--- config.mk ---
export PLATFORM = sky130hd
export DESIGN_NAME = pkt_chk_regs
export DESIGN_NICKNAME = d
export VERILOG_FILES = /design/src/hdl/pkt_chk_pkg.sv /design/src/hdl/axil_pkg.sv /design/src/hdl/pkt_chk_regs.sv
export SDC_FILE = /design/constraint.sdc
export NUM_CORES = 1
export LEC_CHECK = 0
export ABC_AREA = 1
export ABC_CLOCK_PERIOD_IN_PS = 2100
export BUFFER_PORTS_ARGS = -buffer_cell sky130_fd_sc_hd__clkbuf_2
export CAP_MARGIN = 20
export CORE_MARGIN = 2
export CORE_UTILIZATION = 47
export DETAILED_ROUTE_END_ITERATION = 8
export PLACE_DENSITY = 0.8
export SYNTH_ARGS = -nofsm -noshare
export SYNTH_HDL_FRONTEND = slang
export SYNTH_SLANG_ARGS = --single-unit
--- constraint.sdc ---
create_clock -name clk -period 2.1 [get_ports clk]
set_clock_uncertainty 0.15 [all_clocks]
set_input_delay 0.315 -clock clk [delete_from_list [all_inputs] [get_ports clk]]
set_output_delay 0.315 -clock clk [all_outputs]
set_load 0.01 [all_outputs]
--- src/hdl/pkt_chk_pkg.sv ---
// Sizes, vector types and packed structs for the stream checker datapath.
package pkt_chk_pkg;

    localparam int NUM_PORTS  = 2;
    localparam int DATA_BYTES = 4;
    localparam int MTU_BYTES  = 1500;

    // Galois feedback mask of the payload pattern.
    localparam logic [7:0] LFSR_MASK = 8'hB8;

    typedef logic [DATA_BYTES*8-1:0]         data_t;
    typedef logic [DATA_BYTES-1:0]           keep_t;
    typedef logic [$clog2(MTU_BYTES+1)-1:0]  byte_cnt_t;
    typedef logic [15:0]                     pkt_cnt_t;
    typedef logic [3:0]                      dest_t;
    typedef logic [7:0]                      lfsr_t;
    typedef logic [7:0]                      stall_t;

    // One stream beat without its valid/ready handshake.
    typedef struct packed {
        data_t tdata;
        keep_t tkeep;
        logic  tlast;
        dest_t tdest;
    } axis_beat_t;

    typedef struct packed {
        lfsr_t     seed;
        dest_t     dest;
        byte_cnt_t len;
        pkt_cnt_t  exp_pkts;
    } port_cfg_t;

    typedef struct packed {
        pkt_cnt_t rx_pkts;
        pkt_cnt_t err_pkts;
    } port_stat_t;

endpackage

--- src/hdl/axil_pkg.sv ---
// AXI4-Lite channel structs and the register address map of the checker.
package axil_pkg;

    typedef logic [7:0]  axil_addr_t;
    typedef logic [31:0] axil_data_t;
    typedef logic [3:0]  axil_strb_t;

    typedef struct packed {
        axil_addr_t awaddr;
        logic       awvalid;
        axil_data_t wdata;
        axil_strb_t wstrb;
        logic       wvalid;
        logic       bready;
        axil_addr_t araddr;
        logic       arvalid;
        logic       rready;
    } axil_req_t;

    typedef struct packed {
        logic       awready;
        logic       wready;
        logic       bvalid;
        logic       arready;
        axil_data_t rdata;
        logic       rvalid;
    } axil_rsp_t;

    // Global registers.
    localparam axil_addr_t REG_CTRL = 8'h00;
    localparam axil_addr_t REG_DONE = 8'h04;

    localparam int CTRL_ENABLE_BIT = 0;
    localparam int CTRL_CLEAR_BIT  = 1;
    localparam int CTRL_STALL_LSB  = 8;

    // Per-port register window.
    localparam axil_addr_t PORT_BASE   = 8'h10;
    localparam axil_addr_t PORT_STRIDE = 8'h10;
    localparam axil_addr_t OFS_CFG     = 8'h0;
    localparam axil_addr_t OFS_EXP     = 8'h4;
    localparam axil_addr_t OFS_RX      = 8'h8;
    localparam axil_addr_t OFS_ERR     = 8'hC;

    localparam int CFG_SEED_LSB = 0;
    localparam int CFG_DEST_LSB = 8;
    localparam int CFG_LEN_LSB  = 16;

endpackage

--- src/hdl/pkt_chk_regs.sv ---
// AXI4-Lite register block: control, per-port expectations and status readback.
`timescale 1ns/1ps

module pkt_chk_regs
    import pkt_chk_pkg::*;
    import axil_pkg::*;
(
    input  logic       clk,
    input  logic       arst_n,
    input  axil_req_t  axil_req,
    output axil_rsp_t  axil_rsp,
    input  port_stat_t port_stat [NUM_PORTS],
    input  logic [NUM_PORTS-1:0] done,
    output logic       ctrl_enable,
    output logic       ctrl_clear,
    output stall_t     stall_period,
    output port_cfg_t  port_cfg [NUM_PORTS]
);

    logic       aw_hs;
    logic       ar_hs;
    logic       bvalid_q;
    logic       rvalid_q;
    axil_data_t rdata_q;
    axil_data_t rd_mux;
    axil_data_t ctrl_wr;
    axil_data_t cfg_wr [NUM_PORTS];
    axil_data_t exp_wr [NUM_PORTS];

    function automatic axil_addr_t port_addr(int p, axil_addr_t ofs);
        return PORT_BASE + axil_addr_t'(p) * PORT_STRIDE + ofs;
    endfunction

    // Replace only the bytes selected by the write strobes.
    function automatic axil_data_t merge_strb(axil_data_t old_w, axil_data_t new_w,
                                              axil_strb_t strb);
        axil_data_t res;
        res = old_w;
        for (int i = 0; i < $bits(axil_strb_t); i++) begin
            if (strb[i]) begin
                res[8*i +: 8] = new_w[8*i +: 8];
            end
        end
        return res;
    endfunction

    function automatic axil_data_t ctrl_word(logic en, stall_t st);
        axil_data_t w;
        w = '0;
        w[CTRL_ENABLE_BIT] = en;
        w[CTRL_STALL_LSB +: $bits(stall_t)] = st;
        return w;
    endfunction

    function automatic axil_data_t cfg_word(port_cfg_t c);
        axil_data_t w;
        w = '0;
        w[CFG_SEED_LSB +: $bits(lfsr_t)]    = c.seed;
        w[CFG_DEST_LSB +: $bits(dest_t)]    = c.dest;
        w[CFG_LEN_LSB  +: $bits(byte_cnt_t)] = c.len;
        return w;
    endfunction

    // Address and data are taken together; one write in flight at a time.
    assign aw_hs = axil_req.awvalid && axil_req.wvalid && !bvalid_q;
    assign ar_hs = axil_req.arvalid && !rvalid_q;

    assign ctrl_wr = merge_strb(ctrl_word(ctrl_enable, stall_period),
                                axil_req.wdata, axil_req.wstrb);

    always_comb begin
        for (int p = 0; p < NUM_PORTS; p++) begin
            cfg_wr[p] = merge_strb(cfg_word(port_cfg[p]), axil_req.wdata, axil_req.wstrb);
            exp_wr[p] = merge_strb(axil_data_t'(port_cfg[p].exp_pkts),
                                   axil_req.wdata, axil_req.wstrb);
        end
    end

    always_ff @(posedge clk or negedge arst_n) begin
        if (!arst_n) begin
            ctrl_enable  <= 1'b0;
            ctrl_clear   <= 1'b0;
            stall_period <= '0;
            for (int p = 0; p < NUM_PORTS; p++) begin
                port_cfg[p] <= '0;
            end
        end else begin
            ctrl_clear <= 1'b0;
            if (aw_hs && axil_req.awaddr == REG_CTRL) begin
                ctrl_enable  <= ctrl_wr[CTRL_ENABLE_BIT];
                ctrl_clear   <= ctrl_wr[CTRL_CLEAR_BIT];
                stall_period <= ctrl_wr[CTRL_STALL_LSB +: $bits(stall_t)];
            end
            for (int p = 0; p < NUM_PORTS; p++) begin
                if (aw_hs && axil_req.awaddr == port_addr(p, OFS_CFG)) begin
                    port_cfg[p].seed <= cfg_wr[p][CFG_SEED_LSB +: $bits(lfsr_t)];
                    port_cfg[p].dest <= cfg_wr[p][CFG_DEST_LSB +: $bits(dest_t)];
                    port_cfg[p].len  <= cfg_wr[p][CFG_LEN_LSB +: $bits(byte_cnt_t)];
                end
                if (aw_hs && axil_req.awaddr == port_addr(p, OFS_EXP)) begin
                    port_cfg[p].exp_pkts <= pkt_cnt_t'(exp_wr[p]);
                end
            end
        end
    end

    // Read decode. Unmapped addresses fall through as zero.
    always_comb begin
        rd_mux = '0;
        if (axil_req.araddr == REG_CTRL) begin
            rd_mux = ctrl_word(ctrl_enable, stall_period);
        end else if (axil_req.araddr == REG_DONE) begin
            rd_mux = axil_data_t'(done);
        end
        for (int p = 0; p < NUM_PORTS; p++) begin
            if (axil_req.araddr == port_addr(p, OFS_CFG)) begin
                rd_mux = cfg_word(port_cfg[p]);
            end else if (axil_req.araddr == port_addr(p, OFS_EXP)) begin
                rd_mux = axil_data_t'(port_cfg[p].exp_pkts);
            end else if (axil_req.araddr == port_addr(p, OFS_RX)) begin
                rd_mux = axil_data_t'(port_stat[p].rx_pkts);
            end else if (axil_req.araddr == port_addr(p, OFS_ERR)) begin
                rd_mux = axil_data_t'(port_stat[p].err_pkts);
            end
        end
    end

    always_ff @(posedge clk or negedge arst_n) begin
        if (!arst_n) begin
            bvalid_q <= 1'b0;
            rvalid_q <= 1'b0;
        end else begin
            if (aw_hs) begin
                bvalid_q <= 1'b1;
            end else if (axil_req.bready) begin
                bvalid_q <= 1'b0;
            end
            if (ar_hs) begin
                rvalid_q <= 1'b1;
            end else if (axil_req.rready) begin
                rvalid_q <= 1'b0;
            end
        end
    end

    always_ff @(posedge clk) begin
        if (ar_hs) begin
            rdata_q <= rd_mux;
        end
    end

    assign axil_rsp = '{
        awready: aw_hs,
        wready:  aw_hs,
        bvalid:  bvalid_q,
        arready: !rvalid_q,
        rdata:   rdata_q,
        rvalid:  rvalid_q
    };

    a_bvalid_after_write: assert property (@(posedge clk) disable iff (!arst_n)
        $rose(bvalid_q) |-> $past(aw_hs));

    a_rdata_held: assert property (@(posedge clk) disable iff (!arst_n)
        rvalid_q && !axil_req.rready |=> $stable(rdata_q));

endmodule

* Word-level counts from Yosys, hierarchy flattened
Cells that the tools add are included.
** Storage, ports and cells
- Input bits :: 125
- Output and inout port bits :: 125
- Register bits :: 122
** Operators by class
- Eq/ne operators :: 13
- Mux-type cells :: 16
- Reduce and logical (&&, ||, !) cells :: 29
** Operators with widths (count)
- $mux 27 :: 7
- $eq 8x5->1 const B :: 6
- $eq 8x6->1 const B :: 6
- $mux 16 :: 2
- $reduce_and 2->1 :: 14
- $logic_not 8->1 :: 2
- $reduce_or 9->1 :: 1
- $eq 8x3->1 const B :: 1
- $logic_and 1x1->1 :: 8
- $mux 1 :: 5
- $mux 2 :: 2
- $reduce_bool 2->1 :: 2
- $logic_not 1->1 :: 2

* Logic depth before layout (Yosys ltp)
Gate-level depths: netlist of the first run.
- Depth after elaboration :: 11
- Gate-level depth with buffers :: 13
- Gate-level depth less buffers :: 13

* Worst setup path before layout of the first run
Ideal clock, no wire load.
- Path type :: reg-to-reg
- From :: register bvalid_q
- To :: register stall_period[5]
- Path slack :: 437 ps
- Buffers on the path :: 1
- Stages on the path, launching flop included :: 8
- Arrival :: 1395 ps
- Cell sequence :: dfrtp_1 > inv_2 > nand3_2 > nor3_4 > nand3_2 > buf_4 > nand2_1 > o21ai_2
** Between the ends
- Longest elaborated chain between the ends :: 4
** RTL lines
- start, declared :: RTL line pkt_chk_regs.sv:22 : logic bvalid_q;
- start signal, assigned :: RTL line pkt_chk_regs.sv:130 : bvalid_q <= 1'b0;
- start signal, assigned :: RTL line pkt_chk_regs.sv:134 : bvalid_q <= 1'b1;
- start signal, assigned :: RTL line pkt_chk_regs.sv:136 : bvalid_q <= 1'b0;
- $logic_not 1->1 :: RTL line pkt_chk_regs.sv:65 : assign aw_hs = axil_req.awvalid && axil_req.wvalid && !bvalid_q;
- $logic_and 1x1->1 :: RTL line pkt_chk_regs.sv:65
- $logic_and 1x1->1 :: RTL line pkt_chk_regs.sv:89 : if (aw_hs && axil_req.awaddr == REG_CTRL) begin
- $reduce_and 2->1 (no source line)
- end signal, assigned :: RTL line pkt_chk_regs.sv:92 : stall_period <= ctrl_wr[CTRL_STALL_LSB +: $bits(stall_t)];
- end, declared :: RTL line pkt_chk_regs.sv:16 : output stall_t stall_period,
Every way passes these cells.
A chain may end at the register's enable or synchronous reset.

* Worst setup path after layout of the first run
- From :: register bvalid_q
- To :: register port_cfg[34] in the netlist's numbering
** Between the ends
- Longest elaborated chain between the ends :: 4
** RTL lines
- $logic_not 1->1 :: RTL line pkt_chk_regs.sv:65
- $logic_and 1x1->1 :: RTL line pkt_chk_regs.sv:65
- $logic_and 1x1->1 :: RTL line pkt_chk_regs.sv:95 : if (aw_hs && axil_req.awaddr == port_addr(p, OFS_CFG)) begin
- $reduce_and 2->1 (no source line)
- end, declared :: RTL line pkt_chk_regs.sv:17 : output port_cfg_t port_cfg [NUM_PORTS]
Every way passes these cells.

==> reports/summary.md, run 1 <==
The signal on the critical path passes through inv_2 > nand3_2 > nor3_4 > nand3_2 > o21ai_1. The run gives 0 as the max-capacitance violation count. The required arrival time at the worst endpoint was 2.27 ns.

Dividing the detail-routed wire length by the instance count gives 16.1 um. The cell count of the worst hold path works out to 3. For the portion of the post-synthesis area used by sequential elements, the log shows 0.551. The run gives 1,038 as the final net count. TritonCTS built the clock tree. The signal arrival time at the worst endpoint was 2.11 ns. Setup repair after global routing left no endpoint under its margin. The clock net in this run drives a total of 117 sinks. The overall routing resource usage is 0.280.

The number of library cell types mapped by synthesis was 34; the critical path depth was 5. After clock tree synthesis, the clock-pin slew on the worst setup and hold paths is 0.06 ns. The count of buffer and inverter cells on the critical path is 1. Slew at the pin with the worst max-slew slack: 0.504 ns. The worst max-slew margin expressed relative to the limit is 0.664.

The worst setup timing slack at the placement stage is 0.0878 ns. The capturing point of the worst reg2reg path is port_cfg[34]. In this design, the stage delay of the slowest critical-path cell is 0.44 ns. The biggest fanout along the worst timing path is 16, and the die outline width is 113 um. The total power divided by cell area came out at 712 nW/um^2. In this design, the critical path's most frequently occurring cell is sky130_fd_sc_hd__nand3_2. Summed over all layers, the routed wires come to 17,200 um.

The critical path capture point type is a flip-flop. The layout overhead on the synthesized area came out at 38.1%. The placer congestion estimate was 0.926.

For the cell area after technology mapping, the log shows 5560 sq um. Number of buffers inserted by port buffering: 239. The count of mapped cells out of synthesis is 639. The initial core utilization was 0.485. Counting cells, the worst reg-to-reg path comes to 5.

The tools report the register-to-register path setup slack as 0.16 ns. The tools report the leakage power summed over all cells as 4.01 nW. After floorplanning, the core was divided into 39 placement rows. In this run the worst hold path is classified as in -> reg. The category of cells accounting for the largest share of critical-path delay was simple AND/OR/NAND/NOR gates.

In this run, synthesis produced a sequential element count of 117. The initial antenna violation count came out at 0. The setup TNS after final layout is 0 ns. The tools report the number of ports placed on the die boundary as 250. The worst-case hold path end point is port_cfg[25].

The tools report the post-DP HPWL as 12,600 um. The layout cell share with drive strength beyond 1 is 0.356. The count of cells resized by post-cts repair is 0, and the time the final worst path needs with I/O delays and setup is 1.94 ns. Sorting the synthesized cells by area gives the leading types as sky130_fd_sc_hd__dfrtp_1 41%, sky130_fd_sc_hd__edfxtp_1 15%, sky130_fd_sc_hd__nand2_1 14%.

The number of antenna diodes in the final layout is 0. The run gives 0 as the number of slew-limit violations in the final report. The insertion delay of the later-clocked pin in the worst-skew pair is 0.41 ns, and the fraction of synthesized cell area taken by the top area cell type is 0.405. The via count of the routed design came out at 5,434. In the routed layout, each cell is associated on average with a via count of 5.08. Yosys printed 0 warnings.

Period utilization: 0.925. Entering global routing, the biggest net connects 37 pins. In this run the clock root is driven by a sky130_fd_sc_hd__clkbuf_16. Remaining routing DRC violations: 0.

The startpoint identified for the worst register-to-register timing path is bvalid_q. In this run the most critical hold path is launched from axil_req[41]. The worst setup path is launched from a flip-flop.

The number of buffers created by CTS was 17; the height of the chip was 113 um. The logs give 0 for the buffers inserted during post-CTS setup optimization and 12,700 sq um for the overall die area. The worst setup margin was 0.159 ns; the global-route wire length before repair was 27,500 um. The first element of the critical path is bvalid_q.

The worst-case IR drop observed on VDD is 0.727 mV. The total area inside the core boundary comes to 11,500 sq um. The number of global-route vias before repair is 5,375, and the antenna violation net count after detailed routing is 0.

The timing-limited maximum frequency was 515 MHz; the count of endpoints failing setup in the final report was 0. The final hold violation count came out at 0. The critical path is of the reg -> reg type. Counting along the longest clock path gives a buffer depth of 2. Each instance of the synthesized netlist takes up on average 8.70 sq um.

The synthesized design spends more area on one cell type than any other, namely sky130_fd_sc_hd__dfrtp_1. Before antenna repair, the detailed router went through 4 iterations. The library cell contributing the largest single delay on the critical path is sky130_fd_sc_hd__nand3_2.

Summing internal, switching and leakage power gives 5.47 mW. The number of levels in the clock H-tree is 4. The flow ran to the end, and the final reports show no timing, DRC or antenna violations. For this block, the initial DRC count from the detailed router was 503. Global route total overflow: 0.
## worst reg2reg max path, cell delays in order, from the launching register on
cell and delay, ns:
sky130_fd_sc_hd__dfrtp_1 0.39, sky130_fd_sc_hd__inv_2 0.06, sky130_fd_sc_hd__nand3_2 0.09, sky130_fd_sc_hd__nor3_4 0.42
sky130_fd_sc_hd__nand3_2 0.44, sky130_fd_sc_hd__o21ai_1 0.28
## cell usage in the layout, fill, tap and decap left out, types with 7 or more instances in the layout
master and instances:
sky130_fd_sc_hd__clkbuf_2 238, sky130_fd_sc_hd__nand2_1 211, sky130_fd_sc_hd__dfrtp_1 90, sky130_fd_sc_hd__inv_1 56
sky130_fd_sc_hd__o21ai_0 54, sky130_fd_sc_hd__nand3_1 36, sky130_fd_sc_hd__o21ai_1 32, sky130_fd_sc_hd__edfxtp_1 27
sky130_fd_sc_hd__nor2_1 26, sky130_fd_sc_hd__buf_4 24, sky130_fd_sc_hd__clkbuf_16 17, sky130_fd_sc_hd__nand4_1 14
sky130_fd_sc_hd__dlygate4sd3_1 14, sky130_fd_sc_hd__a22o_1 11, sky130_fd_sc_hd__o21ai_2 8, sky130_fd_sc_hd__inv_2 7
sky130_fd_sc_hd__nand3_2 7
## state kept, by name, summed over array words and instances, names as in the netlist
signal	cells
bvalid_q	1
rvalid_q	1
stall_period	8
ctrl_enable	1
ctrl_clear	1
rdata_q	27
port_cfg	78
## synthesized netlist by cell type
master,n
sky130_fd_sc_hd__and2_1,1
sky130_fd_sc_hd__a21oi_1,3
sky130_fd_sc_hd__nor3_4,2
sky130_fd_sc_hd__conb_1,1
sky130_fd_sc_hd__o21bai_1,1
sky130_fd_sc_hd__o21ai_2,8
sky130_fd_sc_hd__dfrtp_1,90
sky130_fd_sc_hd__nor2_1,27
sky130_fd_sc_hd__clkbuf_1,3
sky130_fd_sc_hd__nor2_4,5
sky130_fd_sc_hd__or2_0,1
sky130_fd_sc_hd__a22o_1,11
sky130_fd_sc_hd__o22ai_1,4
sky130_fd_sc_hd__buf_6,2
sky130_fd_sc_hd__nor2_2,1
sky130_fd_sc_hd__o221ai_1,2
sky130_fd_sc_hd__inv_2,7
sky130_fd_sc_hd__nand4_1,14
sky130_fd_sc_hd__inv_1,56
sky130_fd_sc_hd__nand3b_1,1
sky130_fd_sc_hd__o2111ai_1,1
sky130_fd_sc_hd__nand2_1,211
sky130_fd_sc_hd__nand3_2,7
sky130_fd_sc_hd__nor3_2,1
sky130_fd_sc_hd__a211oi_1,2
sky130_fd_sc_hd__nor4_2,1
sky130_fd_sc_hd__nand3_1,36
sky130_fd_sc_hd__buf_4,11
sky130_fd_sc_hd__o21ai_1,32
sky130_fd_sc_hd__edfxtp_1,27
sky130_fd_sc_hd__nor3_1,3
sky130_fd_sc_hd__nand2_2,2
sky130_fd_sc_hd__buf_2,11
sky130_fd_sc_hd__o21ai_0,54
## per-stage QoR
step                      hold slack, ns   util  cell area [sq um]  cells
after floorplan                   -0.131      -               5570    643
after global placement             0.164  0.610               6990   1023
after detailed placement           0.176  0.610               6990   1023
after CTS                         0.0161  0.669               7680   1069
after global routing              0.0277  0.669               7680   1069
final                             0.0248  0.669               7680   1069
## power by group
part / switching [mW] / internal [mW]
clock network: 1.07 / 1.55
registers: 0.0289 / 2.39
logic: 0.247 / 0.176
total: 1.35 / 4.12
## how the worst max path moves through the flow
stage / to
global route: port_cfg[34]
CTS: port_cfg[32]
floorplan: stall_period[5]
global placement: rdata_q[1]
finish: port_cfg[34]
detailed placement: rdata_q[1]
## repair_timing
item,in CTS,in global routing
setup endpoints to repair,0,0
hold endpoints to repair,49,0
hold buffers,14,0
## area by class of cell
class	count	area [sq um]
Fill cell	939	3790
Sequential cell	117	3060
Multi-Input combinational cell	436	2100
Timing Repair Buffer	278	1550
Clock buffer	19	443
Inverter	63	236
Tap cell	143	179
Clock inverter	13	100
## layer usage
metal	up-vias	wire, um	GRT usage
met1	2516	6980	0.358
met3	28	1200	0.0637
met4	0	408	0.108
met2	235	8570	0.466
li1	2655	-	-
met5	-	0	0
## logic make-up (layout without fill, tap and decap cells)
logic type / count (synthesis) / after routing / synth area share
buffers and inverters: 90 / 373 / 0.0734
other: 1 / 5 / 0.000675
and+or+nand+nor: 313 / 313 / 0.251
AOI/OAI and AO/OA: 118 / 118 / 0.123
DFF: 117 / 117 / 0.551
No activity file was read; power rests on OpenSTA's default activity.
==> run 2, diff against run 1 <==
--- a/config.mk
+++ b/config.mk
@@ -6,13 +6,13 @@
 export NUM_CORES = 1
 export LEC_CHECK = 0
 export ABC_AREA = 1
-export ABC_CLOCK_PERIOD_IN_PS = 2100
+export ABC_CLOCK_PERIOD_IN_PS = 2250
 export BUFFER_PORTS_ARGS = -buffer_cell sky130_fd_sc_hd__clkbuf_2
 export CAP_MARGIN = 20
 export CORE_MARGIN = 2
-export CORE_UTILIZATION = 47
+export CORE_UTILIZATION = 51
 export DETAILED_ROUTE_END_ITERATION = 8
-export PLACE_DENSITY = 0.8
+export PLACE_DENSITY = 0.86
 export SYNTH_ARGS = -nofsm -noshare
 export SYNTH_HDL_FRONTEND = slang
 export SYNTH_SLANG_ARGS = --single-unit
==> constraint.sdc (replaced) <==
create_clock -name clk -period 2.25 [get_ports clk]
set_clock_uncertainty 0.15 [all_clocks]
set_input_delay 0.3375 -clock clk [delete_from_list [all_inputs] [get_ports clk]]
set_output_delay 0.3375 -clock clk [all_outputs]
set_load 0.01 [all_outputs]
==> run 2 against run 1 <==
Effect of this change:
- flip-flop and latch count stayed put
- register-to-register slack better by 0.10 ns
- worst hold slack better by 0.0092 ns
- combinational power is 1% higher
- count of clock-buffer cells in the layout is 1 lower
- sequential power is 7% lower
- die area is 7.6% lower
- final cell count is 1.3% higher
- critical endpoint is now rdata_q[12]
- largest cell class unchanged
==> reports/summary.md, run 2 (synthesized netlist as in run 1, its figures left out) <==
The count of endpoints failing setup in the final report came out at 0 (unchanged). The signal arrival time at the worst endpoint is 2.39 ns (was 2.11 ns). The cell seen most often among critical-path stages is sky130_fd_sc_hd__nand4_1 (was sky130_fd_sc_hd__nand3_2). Initial antenna violation count: 0 (unchanged). The run gives 18,200 um (was 17,200 um) as the sum of routed wire length over all layers.

The antenna violation net count after detailed routing was 0 (unchanged). The sort of element at the start of the critical path is a primary input (was a flip-flop). The count of TritonRoute iterations in the first routing pass is 5 (was 4).

Register containing the most flip-flops in the final layout: port_cfg (unchanged). The layout cell share with drive strength beyond 1 was 0.341 (was 0.356). Largest registers ranked by flip-flop count: port_cfg (78), rdata_q (27), stall_period (8) (unchanged). The overall die area was 11,700 sq um (was 12,700 sq um). The number of ports placed on the die boundary was 250 (unchanged); the floorplan row count was 38 (was 39). The met3 routed wirelength was 1470 um (was 1200 um).

The run gives 0 (unchanged) as the final hold violation count. The total power divided by cell area came out at 679 nW/um^2 (was 712 nW/um^2). The most common cell after layout, fill and taps aside is sky130_fd_sc_hd__clkbuf_2 (unchanged).

The post-place instance area was 6920 sq um (was 6990 sq um). Critical path class: in -> reg (was reg -> reg). For the maximum number of pins on one net before global-route repair, the log shows 42 (was 37).

The tools report the critical path capture point type as a flip-flop (unchanged). The tools report the number of slew-limit violations in the final report as 0 (unchanged). The root buffer cell is sky130_fd_sc_hd__clkbuf_8 (was sky130_fd_sc_hd__clkbuf_16).

The number of levels in the clock H-tree was 4 (unchanged); the required arrival time at the worst endpoint was 2.48 ns (was 2.27 ns). The period utilization works out to 0.961. The largest vdd supply drop was 0.440 mV (was 0.727 mV); the total number of clock tree sinks was 117 (unchanged).

The count of buffer and inverter cells on the critical path is 3 (was 1), and the buffers inserted during post-CTS setup optimization is 0 (unchanged). The number of DRC violations after detailed-routing iteration 0 came out at 494 (was 503). The global-route wire length before repair was 27,900 um (was 27,500 um). Setup repair after global routing left no endpoint under its margin. The layout overhead on the synthesized area works out to 42.4% (was 38.1%).

The run gives 0.900 (was 0.926) as the placer congestion estimate. The core area is 10,700 sq um (was 11,500 sq um). The setup TNS after final layout was 0 ns (unchanged); the number of global-route vias before repair was 5,820 (was 5,375). The detailed-routing wirelength on met1 was 6900 um (was 6980 um).

For the final design instance area without fill, the log shows 7910 sq um (was 7680 sq um). TritonCTS built the clock tree. The die outline width works out to 108 um (was 113 um). The flow ran to the end, and the final reports show no timing, DRC or antenna violations.

The library cell contributing the largest single delay on the critical path is sky130_fd_sc_hd__dlygate4sd3_1 (was sky130_fd_sc_hd__nand3_2). The run gives 0 (unchanged) as the global route total overflow. Detailed route wirelength on metal2: 9010 um (was 8570 um). The biggest fanout along the worst timing path is 13 (was 16), and the post-DP HPWL is 12,500 um (was 12,600 um). Critical Path, Cell by Cell: clkbuf_2 > nor2_2 > nand3_1 > nor3_4 > buf_4 > nand2_1 > nand4_1 > o21ai_0 > nand4_1 > dlygate4sd3_1 (was inv_2 > nand3_2 > nor3_4 > nand3_2 > o21ai_1). Number of buffers inserted by port buffering: 239 (unchanged). The timing-limited maximum frequency was 463 MHz; the delay contributed by the slowest stage of the critical path was 0.55 ns (was 0.44 ns). The run gives 40 (was 14) as the number of buffers inserted for hold repair after clock tree synthesis.

The remaining routing DRC violations is 0 (unchanged). The slew at the pin with the worst max-slew slack came out at 0.554 ns (was 0.504 ns). For the overall routing resource usage, the log shows 0.313 (was 0.280).

The final net count was 1,055 (was 1,038). The detailed-route wire length per cell is 16.8 um (was 16.1 um), and the via density per instance is 5.33 (was 5.08). The logs give 2100 sq um (unchanged) for the area occupied by multi-input gates and 0.631 (was 0.664) for the worst max-slew margin expressed relative to the limit. Commonest cells after routing, fill and taps aside: 238 x sky130_fd_sc_hd__clkbuf_2, 211 x sky130_fd_sc_hd__nand2_1, 90 x sky130_fd_sc_hd__dfrtp_1, 56 x sky130_fd_sc_hd__inv_1, 54 x sky130_fd_sc_hd__o21ai_0 (unchanged). The count of cells resized by post-cts repair is 0 (unchanged), and the leakage power summed over all cells is 4.12 nW (was 4.01 nW). The initial core utilization is 0.517 (was 0.485), and the clock transition at the registers of the reported paths is 0.06 ns (about the same).

The height of the chip is 108 um (was 113 um). The flip-flop count of the largest register, all copies and words added works out to 78 (unchanged). Category of cells accounting for the largest share of critical-path delay: simple AND/OR/NAND/NOR gates (unchanged). The final antenna diode count was 0 (unchanged); the max-capacitance violation count was 0 (unchanged). The class of the tightest hold or removal check was in -> reg (unchanged). The tools report the count of filler cells inserted in the layout as 817 (was 939).

The uppermost layer routed is met4 (unchanged). The insertion delay of the later-clocked pin in the worst-skew pair is 0.51 ns (was 0.41 ns), and the sequential cell area is 3060 sq um (unchanged). For the finished layout, the period the worst path requires is 2.16 ns.

The run gives 5,773 (was 5,434) as the via count of the routed design. Number of buffers between clock root and the deepest sink: 2 (unchanged). The number of buffers created by CTS came out at 17 (unchanged).
run 2: cell count changes in the layout (fill, tap and decap cells not counted), sizes merged:
cell | before | now
bufinv | 0 | 2
buf | 26 | 17
clkinvlp | 5 | 3
clkbuf | 257 | 256
inv | 68 | 71
clkinv | 3 | 1
dlygate4sd3 | 14 | 40
run 2: tightest hold or removal path, stage by stage:
cell and delay (ns):
sky130_fd_sc_hd__clkbuf_2 0.07, sky130_fd_sc_hd__inv_1 0.09, sky130_fd_sc_hd__o21ai_2 0.15
run 2: final cells by class:
type	count	share of cell area
Clock buffer	18	0.0541
Clock inverter	14	0.0206
Inverter	63	0.0299
Multi-Input combinational cell	436	0.266
Sequential cell	117	0.387
Tap cell	140	0.0221
Timing Repair Buffer	295	0.220
run 2: per-stage QoR:
step | cells | power, mW | utilization | hold slack, ns | setup WS (ns)
after floorplan | 643 | 2.44 | - | -0.108 | 0.579
after global placement | 1011 | 2.66 | 0.644 | 0.209 | 0.251
after detailed placement | 1011 | 2.67 | 0.644 | 0.207 | 0.235
after CTS | 1083 | 5.40 | 0.736 | 0.00896 | 0.271
after global routing | 1083 | 5.56 | 0.736 | 0.0430 | 0.0636
final | 1083 | 5.38 | 0.736 | 0.0340 | 0.0880
run 2: power breakdown:
group	total, mW	switching (mW)	internal [mW]	leakage [nW]
Sequential	2.26	0.0287	2.23	1.51
Combinational	0.429	0.240	0.189	2.32
Clock	2.69	1.05	1.64	0.283
run 2: final timing paths:
| path | slack (ns) | start | cells after the start | to |
|---|---|---|---|---|
| worst max-delay path | 0.09 | axil_req[9] | 10 | rdata_q[12] |
| worst min-delay path | 0.03 | axil_req[26] | 3 | stall_period[2] |
| worst max register to register | 0.26 | bvalid_q | 6 | port_cfg[72] |
| worst min register to register | 0.36 | port_cfg[0] | 2 | port_cfg[0] |
| max in group asynchronous | 1.12 | arst_n | 3 | port_cfg[12] |
| min in group asynchronous | 0.21 | arst_n | 2 | port_cfg[76] |
run 2: routing by layer:
metal	GRT usage	up-vias
met4	0.183	0
met3	0.0645	65
li1	-	2691
met5	0	-
met2	0.528	329
met1	0.370	2688
==> run 3, diff against run 2 <==
--- a/config.mk
+++ b/config.mk
@@ -6,13 +6,13 @@
 export NUM_CORES = 1
 export LEC_CHECK = 0
 export ABC_AREA = 1
-export ABC_CLOCK_PERIOD_IN_PS = 2250
+export ABC_CLOCK_PERIOD_IN_PS = 1900
 export BUFFER_PORTS_ARGS = -buffer_cell sky130_fd_sc_hd__clkbuf_2
 export CAP_MARGIN = 20
 export CORE_MARGIN = 2
-export CORE_UTILIZATION = 51
+export CORE_UTILIZATION = 43
 export DETAILED_ROUTE_END_ITERATION = 8
-export PLACE_DENSITY = 0.86
+export PLACE_DENSITY = 0.77
 export SYNTH_ARGS = -nofsm -noshare
 export SYNTH_HDL_FRONTEND = slang
 export SYNTH_SLANG_ARGS = --single-unit
==> constraint.sdc (replaced) <==
create_clock -name clk -period 1.9 [get_ports clk]
set_clock_uncertainty 0.15 [all_clocks]
set_input_delay 0.285 -clock clk [delete_from_list [all_inputs] [get_ports clk]]
set_output_delay 0.285 -clock clk [all_outputs]
set_load 0.01 [all_outputs]
==> run 3 against run 2 <==
Effect of this change:
- flip-flop and latch count is the same
- die area grew 18%
- largest cell class unchanged
- largest power group unchanged
- worst setup slack better by 0.035 ns
- register-to-register slack got worse by 0.14 ns
- clock power grew 29%
- count of clock-buffer cells in the layout is 5 higher
- final cell count up 2.6%
- non-clock buffer count is 3 lower
- critical path depth down 3
- sequential share of layout area down 0.32 points
- utilization shrank 10 points
- worst hold slack got worse by 0.018 ns
==> reports/summary.md, run 3 (synthesized netlist as in run 1, its figures left out) <==
The flow ran to the end, and the final reports show no timing, DRC or antenna violations. The logs give 0 (unchanged) for the max-capacitance violation count and 0 (unchanged) for the final hold violation count. The number of global-route vias before repair came out at 5,375 (was 5,820).

The flip-flop count of the largest register, all copies and words added came out at 78 (unchanged). The number of DRC violations after detailed-routing iteration 0 was 326 (was 494); the via density per instance was 4.98 (was 5.33). The final net count was 1,052 (was 1,055). The number of buffers created by CTS was 17 (unchanged). The count of endpoints failing setup in the final report is 0 (unchanged). The part of the total power dissipated in the clock network came out at 0.523 (was 0.500). The period utilization is 0.935, and the time the final worst path needs with I/O delays and setup is 1.78 ns. The run gives 0 (unchanged) as the number of slew-limit violations in the final report.

The run gives 0.682 mV (was 0.440 mV) as the largest vdd supply drop. The die outline width was 118 um (was 108 um); the final standard cell utilization of the core was 0.632 (was 0.736). The buffers inserted during post-CTS setup optimization was 0 (unchanged); the antenna violation net count after detailed routing was 0 (unchanged). The post-DP HPWL is 12,900 um (was 12,500 um). The run gives 12,600 sq um (was 10,700 sq um) as the core area.

The count of filler cells inserted in the layout is 1,123 (was 817), and the total number of clock tree sinks is 117 (unchanged). Largest registers ranked by flip-flop count: port_cfg (78), rdata_q (27), stall_period (8) (unchanged). The logs give 13,800 sq um (was 11,700 sq um) for the overall die area and 41 (was 38) for the floorplan row count. The end of the critical path is port_cfg[38] (was rdata_q[12]). The run gives 0 (unchanged) as the global route total overflow. Register containing the most flip-flops in the final layout: port_cfg (unchanged). The capturing point of the worst reg2reg path is port_cfg[38] (was port_cfg[72]). Most common cell after layout, fill and taps aside: sky130_fd_sc_hd__clkbuf_2 (unchanged). Critical path capture point type: a flip-flop (unchanged).

The switching portion of total power works out to 0.211 (was 0.245). The class of the tightest hold or removal check was in -> reg (unchanged). The number of buffers between clock root and the deepest sink is 2 (unchanged), and the biggest fanout along the worst timing path is 16 (was 13). The logs give 0 (unchanged) for the initial antenna violation count and 2.04 ns (was 2.48 ns) for the required arrival time at the worst endpoint. The detailed-route wire length per cell works out to 15.8 um (was 16.8 um). For the via count of the routed design, the log shows 5,534 (was 5,773). The leakage power summed over all cells is 4.16 nW (was 4.12 nW), and the total power divided by cell area is 833 nW/um^2 (was 679 nW/um^2).

Number of ports placed on the die boundary: 250 (unchanged). TritonCTS built the clock tree. Global-route wire length before repair: 28,400 um (was 27,900 um).

Commonest cells after routing, fill and taps aside: 238 x sky130_fd_sc_hd__clkbuf_2, 211 x sky130_fd_sc_hd__nand2_1, 90 x sky130_fd_sc_hd__dfrtp_1, 56 x sky130_fd_sc_hd__inv_1, 54 x sky130_fd_sc_hd__o21ai_0 (unchanged). The count of TritonRoute iterations in the first routing pass came out at 4 (was 5). The register-to-register path setup slack is 0.12 ns (was 0.26 ns), and the final antenna diode count is 0 (unchanged). The number of buffers inserted by port buffering came out at 239 (unchanged). The run gives 37 (was 42) as the maximum number of pins on one net before global-route repair. The post-route total power is 6.64 mW (was 5.38 mW), and the fraction of power consumed by sequential logic is 0.403 (was 0.420). For the sum of routed wire length over all layers, the log shows 17,500 um (was 18,200 um). The sort of element at the start of the critical path was a flip-flop (was a primary input). The tools report the setup TNS after final layout as 0 ns (unchanged). The worst-case reg-to-reg path depth is 7 (was 6), and the switching power is 1.40 mW (was 1.32 mW). Setup repair after global routing left no endpoint under its margin. For the overall routing resource usage, the log shows 0.263 (was 0.313). The layout cell share with drive strength beyond 1 is 0.361 (was 0.341), and the initial core utilization is 0.440 (was 0.517). The combinational power share came out at 0.073 (was 0.080).

The clock transition at the registers of the reported paths was 0.06 ns (about the same); the number of levels in the clock H-tree was 4 (unchanged). The logs give 0 (unchanged) for the remaining routing DRC violations and 563 MHz for the timing-limited maximum frequency. Placer congestion estimate: 0.930 (was 0.900).

The height of the chip came out at 118 um (was 108 um). The critical path class was reg -> reg (was in -> reg). The signal arrival time at the worst endpoint is 1.92 ns (was 2.39 ns). The startpoint of the lowest-slack register-to-register path is bvalid_q (unchanged). The tools report the insertion delay of the later-clocked pin in the worst-skew pair as 0.41 ns (was 0.51 ns). The cell count of the worst hold path was 3 (unchanged); the layout overhead on the synthesized area was 43.6% (was 42.4%). The internal power was 5.24 mW (was 4.06 mW).

First element of the critical path: bvalid_q (was axil_req[9]). The tools report the root buffer cell as sky130_fd_sc_hd__clkbuf_16 (was sky130_fd_sc_hd__clkbuf_8).
[run 3: cell count changes in the layout (fill, tap and decap cells not counted), sizes merged]
cell | previous run | this run
clkinvlp | 3 | 0
clkinv | 1 | 4
clkbuf | 256 | 261
dlygate4sd3 | 40 | 19
buf | 17 | 35
bufinv | 2 | 4
inv | 71 | 63
[run 3: layout make-up]
| cell class | count | area [sq um] | area share |
|---|---|---|---|
| clock buffers | 23 | 508 | 0.0637 |
| clock inverters | 8 | 144 | 0.0180 |
| inverters | 63 | 236 | 0.0296 |
| multi-input cells | 436 | 2120 | 0.265 |
| flip-flops and latches | 117 | 3060 | 0.384 |
| well taps | 172 | 215 | 0.0270 |
| repair buffers | 292 | 1690 | 0.212 |
[run 3: worst min-delay path by stage]
stage / startpoint / to / slack [ns]
after floorplan: arst_n / bvalid_q / -0.16
after global placement: arst_n / bvalid_q / 0.13
after detailed placement: arst_n / port_cfg[11] / 0.13
after CTS: axil_req[21] / port_cfg[36] / 0.0005
after global routing: axil_req[20] / port_cfg[74] / 0.01
final: axil_req[31] / stall_period[7] / 0.02
[run 3: critical path: stages, from the launching register on]
cell,delay [ns]
sky130_fd_sc_hd__dfrtp_1,0.39
sky130_fd_sc_hd__inv_2,0.06
sky130_fd_sc_hd__nand3_2,0.10
sky130_fd_sc_hd__nor3_4,0.16
sky130_fd_sc_hd__buf_4,0.22
sky130_fd_sc_hd__nand3_2,0.31
sky130_fd_sc_hd__nand2_1,0.17
sky130_fd_sc_hd__o21ai_1,0.07
[run 3: what timing repair did]
| action | in CTS | in global routing |
|---|---|---|
| hold endpoints to repair | 60 | 0 |
| setup endpoints to repair | 0 | 2 |
| hold buffers | 19 | 0 |
| resized for setup | 0 | 2 |
[run 3: metrics by stage]
| step | instance area [sq um] | hold slack (ns) | setup slack, ns | std cells |
|---|---|---|---|---|
| floorplan | 5570 | -0.161 | 0.237 | 643 |
| global placement | 7120 | 0.132 | -0.00685 | 1061 |
| detailed placement | 7120 | 0.134 | -0.0438 | 1061 |
| CTS | 7960 | 0.000514 | 0.0988 | 1111 |
| global route | 7980 | 0.0126 | 0.00146 | 1111 |
| finish | 7980 | 0.0160 | 0.123 | 1111 |
[run 3: routing by layer]
layer  track usage  part of all wire  up-vias
met4        0.0949             0.023        0
met5             0                 0        -
li1              -                 -     2681
met3        0.0780             0.084       29
met2         0.443              0.49      259
met1         0.322              0.40     2565
[run 3: power by group through the flow]
stage	logic, mW	registers, mW	clock network [mW]
floorplan	0.136	2.75	0
detailed placement	0.455	2.72	0
finish	0.487	2.68	3.48
global route	0.542	2.68	3.64
CTS	0.490	2.68	3.52
global placement	0.449	2.72	0
